### config.mk
export PLATFORM = sky130hd
export DESIGN_NAME = cmd_processor
export DESIGN_NICKNAME = d
export VERILOG_FILES = /design/src/hw/spi_pkg.sv /design/src/hw/cmd_pkg.sv /design/src/hw/cmd_processor.sv /design/src/hw/status_regs.sv /design/src/hw/spi_sequencer.sv /design/src/hw/cmd_receiver.sv
export SDC_FILE = /design/constraint.sdc
export NUM_CORES = 1
export LEC_CHECK = 0
export BUFFER_PORTS_ARGS = -buffer_cell sky130_fd_sc_hd__buf_2
export CAP_MARGIN = 5
export CORE_UTILIZATION = 40
export DETAILED_ROUTE_END_ITERATION = 10
export PLACE_DENSITY = 0.65
export SETUP_SLACK_MARGIN = 0.3
export SYNTH_ARGS = -nofsm -noshare
export SYNTH_HDL_FRONTEND = slang
export SYNTH_SLANG_ARGS = --single-unit
### constraint.sdc
create_clock -name clk -period 5.1 [get_ports clk]
set_clock_uncertainty 0.15 [all_clocks]
set_input_delay 1.02 -clock clk [delete_from_list [all_inputs] [get_ports clk]]
set_output_delay 1.02 -clock clk [all_outputs]
set_load 0.05 [all_outputs]
### src/hw/spi_pkg.sv
//------------------------------
// spi package
// sequencer states, chip selects and cs timing
//------------------------------

`default_nettype none

package spi_pkg;

	typedef enum logic [2:0] {
		SPI_IDLE,
		SPI_CS_SETUP,    // cs low, settling
		SPI_WAIT_READY,  // wait for master tx_ready
		SPI_SEND,        // tx_dv pulse out
		SPI_WAIT_RX,     // wait for the reply to the last byte
		SPI_CS_HOLD      // keep cs low a while
	} spi_state_e;

	localparam int NUM_CHIPS     = 8;
	localparam int MAX_SPI_BYTES = 4;

	typedef logic [2:0] chip_sel_t;
	typedef logic [1:0] spi_mode_t;

	localparam int CS_SETUP_CYCLES = 6;   // cs low before first byte
	localparam int CS_HOLD_CYCLES  = 16;  // cs low after the read byte

endpackage

`default_nettype wire

### src/hw/cmd_pkg.sv
//------------------------------
// command package
// opcodes, frame layout and stream widths of the
// digitizer command processor
//------------------------------

`default_nettype none

package cmd_pkg;

	// ------------------------------
	// command opcodes, byte 0 of a frame
	typedef enum logic [7:0] {
		OP_VERSION   = 8'd2,  // read firmware version
		OP_SPI       = 8'd3,  // spi transaction
		OP_SPI_MODE  = 8'd4,  // set spi mode, resets the master
		OP_OVERRANGE = 8'd7   // read one overrange counter
	} opcode_e;

	// ------------------------------
	// stream and frame layout
	localparam int BYTE_BITS   = 8;
	localparam int WORD_BITS   = 32;
	localparam int KEEP_BITS   = WORD_BITS / BYTE_BITS;  // one keep bit per byte
	localparam int FRAME_BYTES = 8;

	typedef logic [BYTE_BITS-1:0] byte_t;
	typedef byte_t                frame_t [FRAME_BYTES];  // byte 0 is the opcode
	typedef logic [WORD_BITS-1:0] word_t;

	localparam word_t FW_VERSION = 32'd12;

	// ------------------------------
	// overrange monitoring
	localparam int NUM_ADC_INPUTS = 4;  // ora0, ora1, orb0, orb1

	typedef logic [1:0]  adc_sel_t;
	typedef logic [31:0] count_t;

endpackage

`default_nettype wire
### src/hw/cmd_processor.sv
//------------------------------
// cmd_processor
// decodes eight-byte commands from the byte stream and
// answers each with one 32-bit word
//------------------------------

`timescale 1ns/1ps
`default_nettype none

module cmd_processor (
	input  wire                                  clk,
	input  wire                                  rstn,
	// command byte stream
	input  wire                                  i_s_valid,
	input  wire  cmd_pkg::byte_t                 i_s_data,
	output logic                                 o_s_ready,
	// response word stream
	output logic                                 o_m_valid,
	output cmd_pkg::word_t                       o_m_data,
	output logic [cmd_pkg::KEEP_BITS-1:0]        o_m_keep,
	output logic                                 o_m_last,
	input  wire                                  i_m_ready,
	// external spi master
	output cmd_pkg::byte_t                       o_spi_tx,
	output logic                                 o_spi_tx_dv,
	input  wire                                  i_spi_tx_ready,
	input  wire                                  i_spi_rx_dv,
	input  wire  cmd_pkg::byte_t                 i_spi_rx,
	output logic [spi_pkg::NUM_CHIPS-1:0]        o_spi_cs,
	output spi_pkg::spi_mode_t                   o_spi_mode,
	output logic                                 o_spi_rst_n,
	output spi_pkg::chip_sel_t                   o_spi_miso_sel,
	// adc overrange flags
	input  wire  [cmd_pkg::NUM_ADC_INPUTS-1:0]   i_overrange
);

	import cmd_pkg::*;
	import spi_pkg::*;

	typedef enum logic [1:0] {D_RECEIVE, D_DECODE, D_SPI, D_RESPOND} disp_state_e;

	disp_state_e dstate;
	frame_t      frame;
	logic        frame_valid;
	opcode_e     opcode;
	logic        spi_start;
	logic        spi_done;
	logic [2:0]  spi_nbytes;
	byte_t       spi_tx_bytes [MAX_SPI_BYTES];
	byte_t       spi_rx_byte;
	logic        mode_wr;
	count_t      ovr_count;

	cmd_receiver i_cmd_receiver (
		.clk           (clk),
		.rstn          (rstn),
		.i_s_valid     (i_s_valid),
		.i_s_data      (i_s_data),
		.i_enable      (dstate == D_RECEIVE),
		.o_s_ready     (o_s_ready),
		.o_frame       (frame),
		.o_frame_valid (frame_valid)
	);

	// ------------------------------
	// frame fields
	assign opcode     = opcode_e'(frame[0]);
	assign spi_start  = (dstate == D_DECODE) && (opcode == OP_SPI);
	assign mode_wr    = (dstate == D_DECODE) && (opcode == OP_SPI_MODE);
	assign spi_nbytes = (frame[7] > 8'd7) ? 3'd7 : frame[7][2:0];  // saturate, seq clamps

	always_comb begin
		for (int i = 0; i < MAX_SPI_BYTES; i++)
			spi_tx_bytes[i] = frame[i + 2];  // data in bytes 2..5
	end

	spi_sequencer i_spi_sequencer (
		.clk            (clk),
		.rstn           (rstn),
		.i_start        (spi_start),
		.i_chip         (frame[1][2:0]),
		.i_nbytes       (spi_nbytes),
		.i_tx_bytes     (spi_tx_bytes),
		.i_spi_tx_ready (i_spi_tx_ready),
		.i_spi_rx_dv    (i_spi_rx_dv),
		.i_spi_rx       (i_spi_rx),
		.o_spi_tx       (o_spi_tx),
		.o_spi_tx_dv    (o_spi_tx_dv),
		.o_spi_cs       (o_spi_cs),
		.o_spi_miso_sel (o_spi_miso_sel),
		.o_done         (spi_done),
		.o_rx_byte      (spi_rx_byte)
	);

	status_regs i_status_regs (
		.clk         (clk),
		.rstn        (rstn),
		.i_mode_wr   (mode_wr),
		.i_mode      (frame[1][1:0]),
		.i_overrange (i_overrange),
		.i_adc_sel   (frame[1][1:0]),
		.o_spi_mode  (o_spi_mode),
		.o_spi_rst_n (o_spi_rst_n),
		.o_count     (ovr_count)
	);

	// ------------------------------
	// dispatch
	always_ff @(posedge clk or negedge rstn) begin
		if (!rstn) begin
			dstate    <= D_RECEIVE;
			o_m_valid <= 1'b0;
		end else begin
			case (dstate)
				D_RECEIVE: if (frame_valid)
					dstate <= D_DECODE;
				D_DECODE: begin
					case (opcode)
						OP_VERSION, OP_SPI_MODE, OP_OVERRANGE: begin
							o_m_valid <= 1'b1;
							dstate    <= D_RESPOND;
						end
						OP_SPI:  dstate <= D_SPI;
						default: dstate <= D_RECEIVE;  // unknown, no answer
					endcase
				end
				D_SPI: if (spi_done) begin
					o_m_valid <= 1'b1;
					dstate    <= D_RESPOND;
				end
				D_RESPOND: if (i_m_ready) begin
					o_m_valid <= 1'b0;
					dstate    <= D_RECEIVE;
				end
				default: dstate <= D_RECEIVE;
			endcase
		end
	end

	// response word
	always_ff @(posedge clk) begin
		if (dstate == D_DECODE) begin
			case (opcode)
				OP_VERSION:   o_m_data <= FW_VERSION;
				OP_SPI_MODE:  o_m_data <= word_t'(frame[1]);
				OP_OVERRANGE: o_m_data <= ovr_count;
				default:      o_m_data <= o_m_data;
			endcase
		end else if (dstate == D_SPI && spi_done) begin
			o_m_data <= word_t'(spi_rx_byte);
		end
	end

	assign o_m_keep = '1;    // single full word
	assign o_m_last = 1'b1;

	a_word_hold: assert property (@(posedge clk) disable iff (!rstn)
		(o_m_valid && !i_m_ready) |=> (o_m_valid && $stable(o_m_data)))
		else $error("response word changed while stalled");

endmodule

`default_nettype wire

### src/hw/status_regs.sv
//------------------------------
// status_regs
// spi mode register with master reset pulse,
// and per-input overrange cycle counters
//------------------------------

`timescale 1ns/1ps
`default_nettype none

module status_regs (
	input  wire                                  clk,
	input  wire                                  rstn,
	input  wire                                  i_mode_wr,
	input  wire  spi_pkg::spi_mode_t             i_mode,
	input  wire  [cmd_pkg::NUM_ADC_INPUTS-1:0]   i_overrange,
	input  wire  cmd_pkg::adc_sel_t              i_adc_sel,
	output spi_pkg::spi_mode_t                   o_spi_mode,
	output logic                                 o_spi_rst_n,
	output cmd_pkg::count_t                      o_count
);

	import cmd_pkg::*;
	import spi_pkg::*;

	spi_mode_t mode_q;
	count_t    cnt_q [NUM_ADC_INPUTS];

	// ------------------------------
	// spi mode
	always_ff @(posedge clk or negedge rstn) begin
		if (!rstn) begin
			mode_q      <= '0;
			o_spi_rst_n <= 1'b1;
		end else begin
			o_spi_rst_n <= !i_mode_wr;  // master restarts in new mode
			if (i_mode_wr)
				mode_q <= i_mode;
		end
	end

	assign o_spi_mode = mode_q;

	// ------------------------------
	// overrange counters
	always_ff @(posedge clk or negedge rstn) begin
		if (!rstn) begin
			for (int i = 0; i < NUM_ADC_INPUTS; i++)
				cnt_q[i] <= '0;
		end else begin
			for (int i = 0; i < NUM_ADC_INPUTS; i++) begin
				if (i_overrange[i])
					cnt_q[i] <= cnt_q[i] + 1'b1;  // one per flagged cycle
			end
		end
	end

	assign o_count = cnt_q[i_adc_sel];

endmodule

`default_nettype wire

### src/hw/spi_sequencer.sv
//------------------------------
// spi_sequencer
// runs one chip-selected transaction of up to four
// bytes through the external spi master
//------------------------------

`timescale 1ns/1ps
`default_nettype none

module spi_sequencer (
	input  wire                              clk,
	input  wire                              rstn,
	input  wire                              i_start,
	input  wire  spi_pkg::chip_sel_t         i_chip,
	input  wire  [2:0]                       i_nbytes,
	input  wire  cmd_pkg::byte_t             i_tx_bytes [spi_pkg::MAX_SPI_BYTES],
	input  wire                              i_spi_tx_ready,
	input  wire                              i_spi_rx_dv,
	input  wire  cmd_pkg::byte_t             i_spi_rx,
	output cmd_pkg::byte_t                   o_spi_tx,
	output logic                             o_spi_tx_dv,
	output logic [spi_pkg::NUM_CHIPS-1:0]    o_spi_cs,
	output spi_pkg::chip_sel_t               o_spi_miso_sel,
	output logic                             o_done,
	output cmd_pkg::byte_t                   o_rx_byte
);

	import cmd_pkg::*;
	import spi_pkg::*;

	localparam int WAIT_W = $clog2(CS_HOLD_CYCLES);

	spi_state_e        state;
	logic [WAIT_W-1:0] wait_cnt;   // cs setup and hold timer
	logic [1:0]        byte_idx;   // byte being sent
	logic [1:0]        last_idx;   // index of final byte
	logic [1:0]        last_next;
	byte_t             tx_q [MAX_SPI_BYTES];

	// byte count clamped to 1..MAX_SPI_BYTES
	always_comb begin
		if (i_nbytes == 3'd0)
			last_next = 2'd0;
		else if (i_nbytes > 3'(MAX_SPI_BYTES))
			last_next = 2'(MAX_SPI_BYTES - 1);
		else
			last_next = 2'(i_nbytes - 3'd1);
	end

	// ------------------------------
	// control
	always_ff @(posedge clk or negedge rstn) begin
		if (!rstn) begin
			state          <= SPI_IDLE;
			wait_cnt       <= '0;
			byte_idx       <= '0;
			last_idx       <= '0;
			o_spi_tx_dv    <= 1'b0;
			o_spi_cs       <= '1;  // all deselected
			o_spi_miso_sel <= '0;
			o_done         <= 1'b0;
		end else begin
			o_spi_tx_dv <= 1'b0;
			o_done      <= 1'b0;
			case (state)
				SPI_IDLE: if (i_start) begin
					o_spi_cs       <= ~(NUM_CHIPS'(1) << i_chip);
					o_spi_miso_sel <= i_chip;
					last_idx       <= last_next;
					byte_idx       <= '0;
					wait_cnt       <= '0;
					state          <= SPI_CS_SETUP;
				end
				SPI_CS_SETUP: begin
					if (wait_cnt == WAIT_W'(CS_SETUP_CYCLES - 1)) begin
						wait_cnt <= '0;
						state    <= SPI_WAIT_READY;
					end else begin
						wait_cnt <= wait_cnt + 1'b1;
					end
				end
				SPI_WAIT_READY: if (i_spi_tx_ready) begin
					o_spi_tx_dv <= 1'b1;
					state       <= SPI_SEND;
				end
				SPI_SEND: begin  // master sees tx_dv this cycle
					if (byte_idx == last_idx) begin
						state <= SPI_WAIT_RX;
					end else begin
						byte_idx <= byte_idx + 2'd1;
						state    <= SPI_WAIT_READY;
					end
				end
				SPI_WAIT_RX: if (i_spi_rx_dv)
					state <= SPI_CS_HOLD;
				SPI_CS_HOLD: begin
					if (wait_cnt == WAIT_W'(CS_HOLD_CYCLES - 1)) begin
						wait_cnt <= '0;
						o_spi_cs <= '1;
						o_done   <= 1'b1;
						state    <= SPI_IDLE;
					end else begin
						wait_cnt <= wait_cnt + 1'b1;
					end
				end
				default: state <= SPI_IDLE;
			endcase
		end
	end

	// ------------------------------
	// data path
	always_ff @(posedge clk) begin
		if (state == SPI_IDLE && i_start)
			tx_q <= i_tx_bytes;
		if (state == SPI_WAIT_READY && i_spi_tx_ready)
			o_spi_tx <= tx_q[byte_idx];
		if (state == SPI_WAIT_RX && i_spi_rx_dv)
			o_rx_byte <= i_spi_rx;  // reply to the final byte
	end

	a_one_cs: assert property (@(posedge clk) disable iff (!rstn)
		$countones(~o_spi_cs) <= 1)
		else $error("more than one chip select low");

	a_dv_pulse: assert property (@(posedge clk) disable iff (!rstn)
		o_spi_tx_dv |=> !o_spi_tx_dv)
		else $error("tx_dv held for two cycles");

endmodule

`default_nettype wire

### src/hw/cmd_receiver.sv
//------------------------------
// cmd_receiver
// gathers eight stream bytes into one command frame
//------------------------------

`timescale 1ns/1ps
`default_nettype none

module cmd_receiver (
	input  wire                   clk,
	input  wire                   rstn,
	input  wire                   i_s_valid,
	input  wire  cmd_pkg::byte_t  i_s_data,
	input  wire                   i_enable,
	output logic                  o_s_ready,
	output cmd_pkg::frame_t       o_frame,
	output logic                  o_frame_valid
);

	import cmd_pkg::*;

	logic [2:0] byte_cnt;    // next slot in the frame
	logic       frame_done;  // frame complete, stalled until released
	logic       take;

	assign o_s_ready = i_enable && !frame_done;
	assign take      = i_s_valid && o_s_ready;

	always_ff @(posedge clk or negedge rstn) begin
		if (!rstn) begin
			byte_cnt      <= '0;
			frame_done    <= 1'b0;
			o_frame_valid <= 1'b0;
		end else begin
			o_frame_valid <= 1'b0;
			if (!i_enable)
				frame_done <= 1'b0;  // dispatcher has the frame
			if (take) begin
				byte_cnt <= byte_cnt + 3'd1;  // wraps after byte 7
				if (byte_cnt == 3'(FRAME_BYTES - 1)) begin
					frame_done    <= 1'b1;
					o_frame_valid <= 1'b1;
				end
			end
		end
	end

	always_ff @(posedge clk) begin
		if (take)
			o_frame[byte_cnt] <= i_s_data;
	end

	// source must hold the byte until it is taken
	a_data_hold: assert property (@(posedge clk) disable iff (!rstn)
		(i_s_valid && !o_s_ready) |=> $stable(i_s_data))
		else $error("input byte changed while stalled");

endmodule

`default_nettype wire

==> flow_results.org <==
** Status
- The flow ran to the end, and the final reports show no timing, DRC or antenna violations.

** Power
- Share of power burned in the clock network :: 37.5%
- Across the VDD grid, the largest voltage drop is 239 uV.
- Reg power frac :: 50.3%
- Power Internal :: 0.00438 W
- In this run the static leakage power is 5.73 nW.
- Power per unit of standard cell area :: 405 nW/um^2
- In this run switching power makes up 26.9% of total power.
- Net load switching power :: 0.00161 W
- Proportion of power drawn by combinational gates :: 12.2%

** STA
- Headroom to the max-slew limit :: 18.3%
- Dividing the final minimum period by the clock period gives 61.7%.
- Total count of hold-check failures in the final report :: 0
- The number of pins exceeding their max-slew limit in the final report came to 0.
- Unrepaired setup endpoints after global routing :: false
- Slew at the pin with the worst max-slew slack :: 1220 ps
- Final setup violating endpoints :: 0
- Post-layout min period :: 3150 ps
- For the final routed database, the setup TNS stands at 0 ps.
- Achievable clock frequency :: 318 MHz

** Die
- For this design the top-level I/O count stands at 88.
- In this run the standard cell core region covers 31700 sq um.
- Once the floorplan was initialized, standard cells occupied 40.8% of the core.
- The die is 182 um wide.
- The initialized floorplan defines 65 standard-cell rows.
- The die is 182 um tall.
- Die ar. :: 33100 sq um

** Finish
- Number of nets at the end of the flow :: 1055
- Non-Filler Instances :: 1448
- Relative to the synthesized area, the layout overhead comes to 14.5%.
- The repair_antennas step left the layout with diodes totalling 0.
- Ratio of cells with drive above 1 in the final layout :: 20.8%

** Setup path
- Length in cells of the worst reg-to-reg path :: 3
- The endpoint identified for the worst register-to-register timing path is i_spi_sequencer.tx_q[4]$_DFFE_PP_.
- Startpoint kind of the worst setup timing path :: register
- Reg2reg start :: i_cmd_receiver.o_frame[61]$_DFFE_PP_
- Data required time of the critical path :: 5110 ps
- For the worst setup path, the data arrival time is 3160 ps.
- The worst setup path is of the register to register kind.
- Maximum fanout encountered on the critical timing path :: 33
- Register-to-register path setup slack :: 1950 ps
- Critical Path Sink Type :: register
- Beginning of the critical path :: i_cmd_receiver.o_frame[61]$_DFFE_PP_
- Critical path destination :: i_spi_sequencer.tx_q[4]$_DFFE_PP_

** Clock network
- Count of instances resized after the clock tree is built :: 0
- TritonCTS created 31 clock buffers.
- Root Driver :: sky130_fd_sc_hd__clkbuf_16
- Total number of clock tree sinks :: 299
- Insertion delay to the later sink of the worst-skew pair :: 550 ps
- Post-CTS setup-driven buffer insertion count :: 0
- CTS tree :: yes
- In this run the number of H-tree levels came out at 1.
- After clock tree synthesis, the clock-pin slew on the worst setup and hold paths is 60 ps.
- The number of hold buffers added after CTS was 0.
- The clock passes through at most 3 buffers.

** Logic synthesis
- The Yosys step of the flow raised 0 warnings.
- Post-synth design cell area :: 12900 sq um
- Yosys mapped a number of flops with a built-in enable equal to 136.
- After synthesis, flip-flops and latches occupy 63.2% of the total area.
- Number of instances in the synthesized netlist :: 932
- The netlist uses 61 different library cells.
- After synthesis the netlist holds a flip-flop and latch count of 299.
- After synthesis, the cell types taking the most area are sky130_fd_sc_hd__edfxtp_1, sky130_fd_sc_hd__dfrtp_1, sky130_fd_sc_hd__mux4_2.
- A synthesized cell averages 13.9 sq um.
- In this run the biggest area consumer among cell types represents 31.6% of the synthesized area.
- Library cell occupying the most area in the post-synthesis netlist :: sky130_fd_sc_hd__edfxtp_1
- Fraction of registers with async set/reset :: 54.5%
- The most used flip-flop cell after synthesis is sky130_fd_sc_hd__dfrtp_1.

** Min path
- Path type of the worst min-delay path :: register to register

** Placed design
- Total placed cells including tap cells :: 1390
- At the end of routability-driven placement, the weighted congestion stood at 0.768.
- Port Buf Inserts :: 82
- Detailed placement ended at an HPWL of 18800 um.

** Route
- In the routed design, unresolved DRC markers number 0.
- Across all layers, the routed design uses 7793 vias.
- After the first detailed-routing iteration, the DRC count stood at 409.
- Dividing the detail-routed wire length by the instance count gives 18.9 um.
- Initial DRT Pass Iterations :: 5
- Dividing the detail-routed via count by the number of cells gives 5.38.
- Wires add up to 27300 um.
- Count of antenna-violating nets left after detailed routing :: 0

** Global route
- The number of global-route vias before repair came to 7719.
- The number of antenna violations at the first check in global routing is 0.
- Global routing usage summed across all routing layers :: 16.8%
- The total overflow left after global routing is 0.
- Maximum number of pins on one net before global-route repair :: 91
- The first global-routing pass estimated 43500 um of wire.

** Flow run
- Across the run, the number of max-cap violations was 0.
-- Yosys cell counts, drive strengths merged, types with 5 or more instances --
cell,number
dfrtp,154
edfxtp,136
xnor2,90
nand2,56
nand3,53
nand4,50
mux4,40
xor2,38
nor2,36
nor2b,28
nor3,26
inv,21
clkbuf,20
mux2,19
and3,18
and4,17
buf,16
o21ai,14
a21oi,12
and2,10
dfstp,9
ha,8
nor4,8
a22oi,7
nand2b,5
-- state kept, by name (all words and copies together) (netlist names), 4 cells and up, named ones only --
register	cells
i_status_regs.cnt_q	128
i_spi_sequencer.o_spi_cs	8
i_spi_sequencer.o_spi_tx	8
o_m_data	32
i_cmd_receiver.o_frame	56
i_spi_sequencer.o_rx_byte	8
i_spi_sequencer.wait_cnt	4
i_spi_sequencer.tx_q	32
-- area by class of cell --
type / count / area [sq um]
Multi-Input combinational cell: 580 / 4550
Clock inverter: 15 / 133
Clock buffer: 43 / 893
Sequential cell: 299 / 8170
Timing Repair Buffer: 88 / 474
Inverter: 21 / 78.8
Tap cell: 402 / 503
Fill cell: 2770 / 16900
-- metal layers --
layer	vias to the layer above	share of wire [%]	GRT usage, %
li1	3622	-	-
met1	3977	47	23.9
met2	157	48	27.6
met3	37	3.5	2.17
met4	0	1.7	3.56
met5	-	0	0
-- cell usage in the layout (no fill, tap or decap), drive strengths merged, types with 19 or more instances in the layout --
cell,n
mux4,40
dfrtp,154
nor3,26
mux2,19
nor2,36
edfxtp,136
inv,22
nand4,50
nor2b,28
nand3,53
xor2,38
clkbuf,43
buf,88
nand2,56
xnor2,90
-- power groups by stage --
stage	combinational [W]	clock (W)	sequential (W)
6_report	0.000731	0.00225	0.00301
4_1_cts	0.000741	0.00230	0.00301
3_5_place_dp	0.000739	0	0.00305
5_1_grt	0.000813	0.00239	0.00305
3_3_place_gp	0.000717	0	0.00304
2_1_floorplan	0.000543	0	0.00301
-- stage by stage --
stage                     util, %  hold WS, ps  instance area (sq um)  total power (W)  setup slack, ps
final                        46.7          265                  14800          0.00599             1950
after detailed placement     43.5          255                  13800          0.00379             1900
after floorplan                 -          250                  13000          0.00355             1450
after global placement       43.5          251                  13800          0.00376             1980
after global routing         46.7          274                  14800          0.00626             1780
after CTS                    46.7          268                  14800          0.00605             1900
-- cells by family after synthesis --
group / share of synthesized area (%)
muxes: 8.72
xor gates and xnor gates: 8.67
other: 0.0290
buffers and inverters: 1.92
adders and majority gates: 0.774
DFF: 63.2
AOI/OAI and AO/OA: 2.50
and+or+nand+nor: 14.2
-- how the worst min path moves through the flow --
stage / cells past startpoint / endpoint / startpoint / slack, ps
final: 0 / i_spi_sequencer.tx_q[9]$_DFFE_PP_ / i_cmd_receiver.o_frame[25]$_DFFE_PP_ / 270
after global routing: 0 / i_spi_sequencer.tx_q[1]$_DFFE_PP_ / i_cmd_receiver.o_frame[17]$_DFFE_PP_ / 270
after CTS: 0 / i_spi_sequencer.tx_q[18]$_DFFE_PP_ / i_cmd_receiver.o_frame[34]$_DFFE_PP_ / 270
after detailed placement: 0 / i_spi_sequencer.tx_q[18]$_DFFE_PP_ / i_cmd_receiver.o_frame[34]$_DFFE_PP_ / 250
after global placement: 0 / i_spi_sequencer.tx_q[17]$_DFFE_PP_ / i_cmd_receiver.o_frame[33]$_DFFE_PP_ / 250
after floorplan: 0 / i_spi_sequencer.tx_q[0]$_DFFE_PP_ / i_cmd_receiver.o_frame[16]$_DFFE_PP_ / 250
-- worst max-delay path, cell delays in order, from the launching register on --
cell                        delay, ps
sky130_fd_sc_hd__edfxtp_1         350
sky130_fd_sc_hd__or4_4            570
sky130_fd_sc_hd__nand4bb_1        580
sky130_fd_sc_hd__inv_1           1100
(Power assumes the default switching activity.)
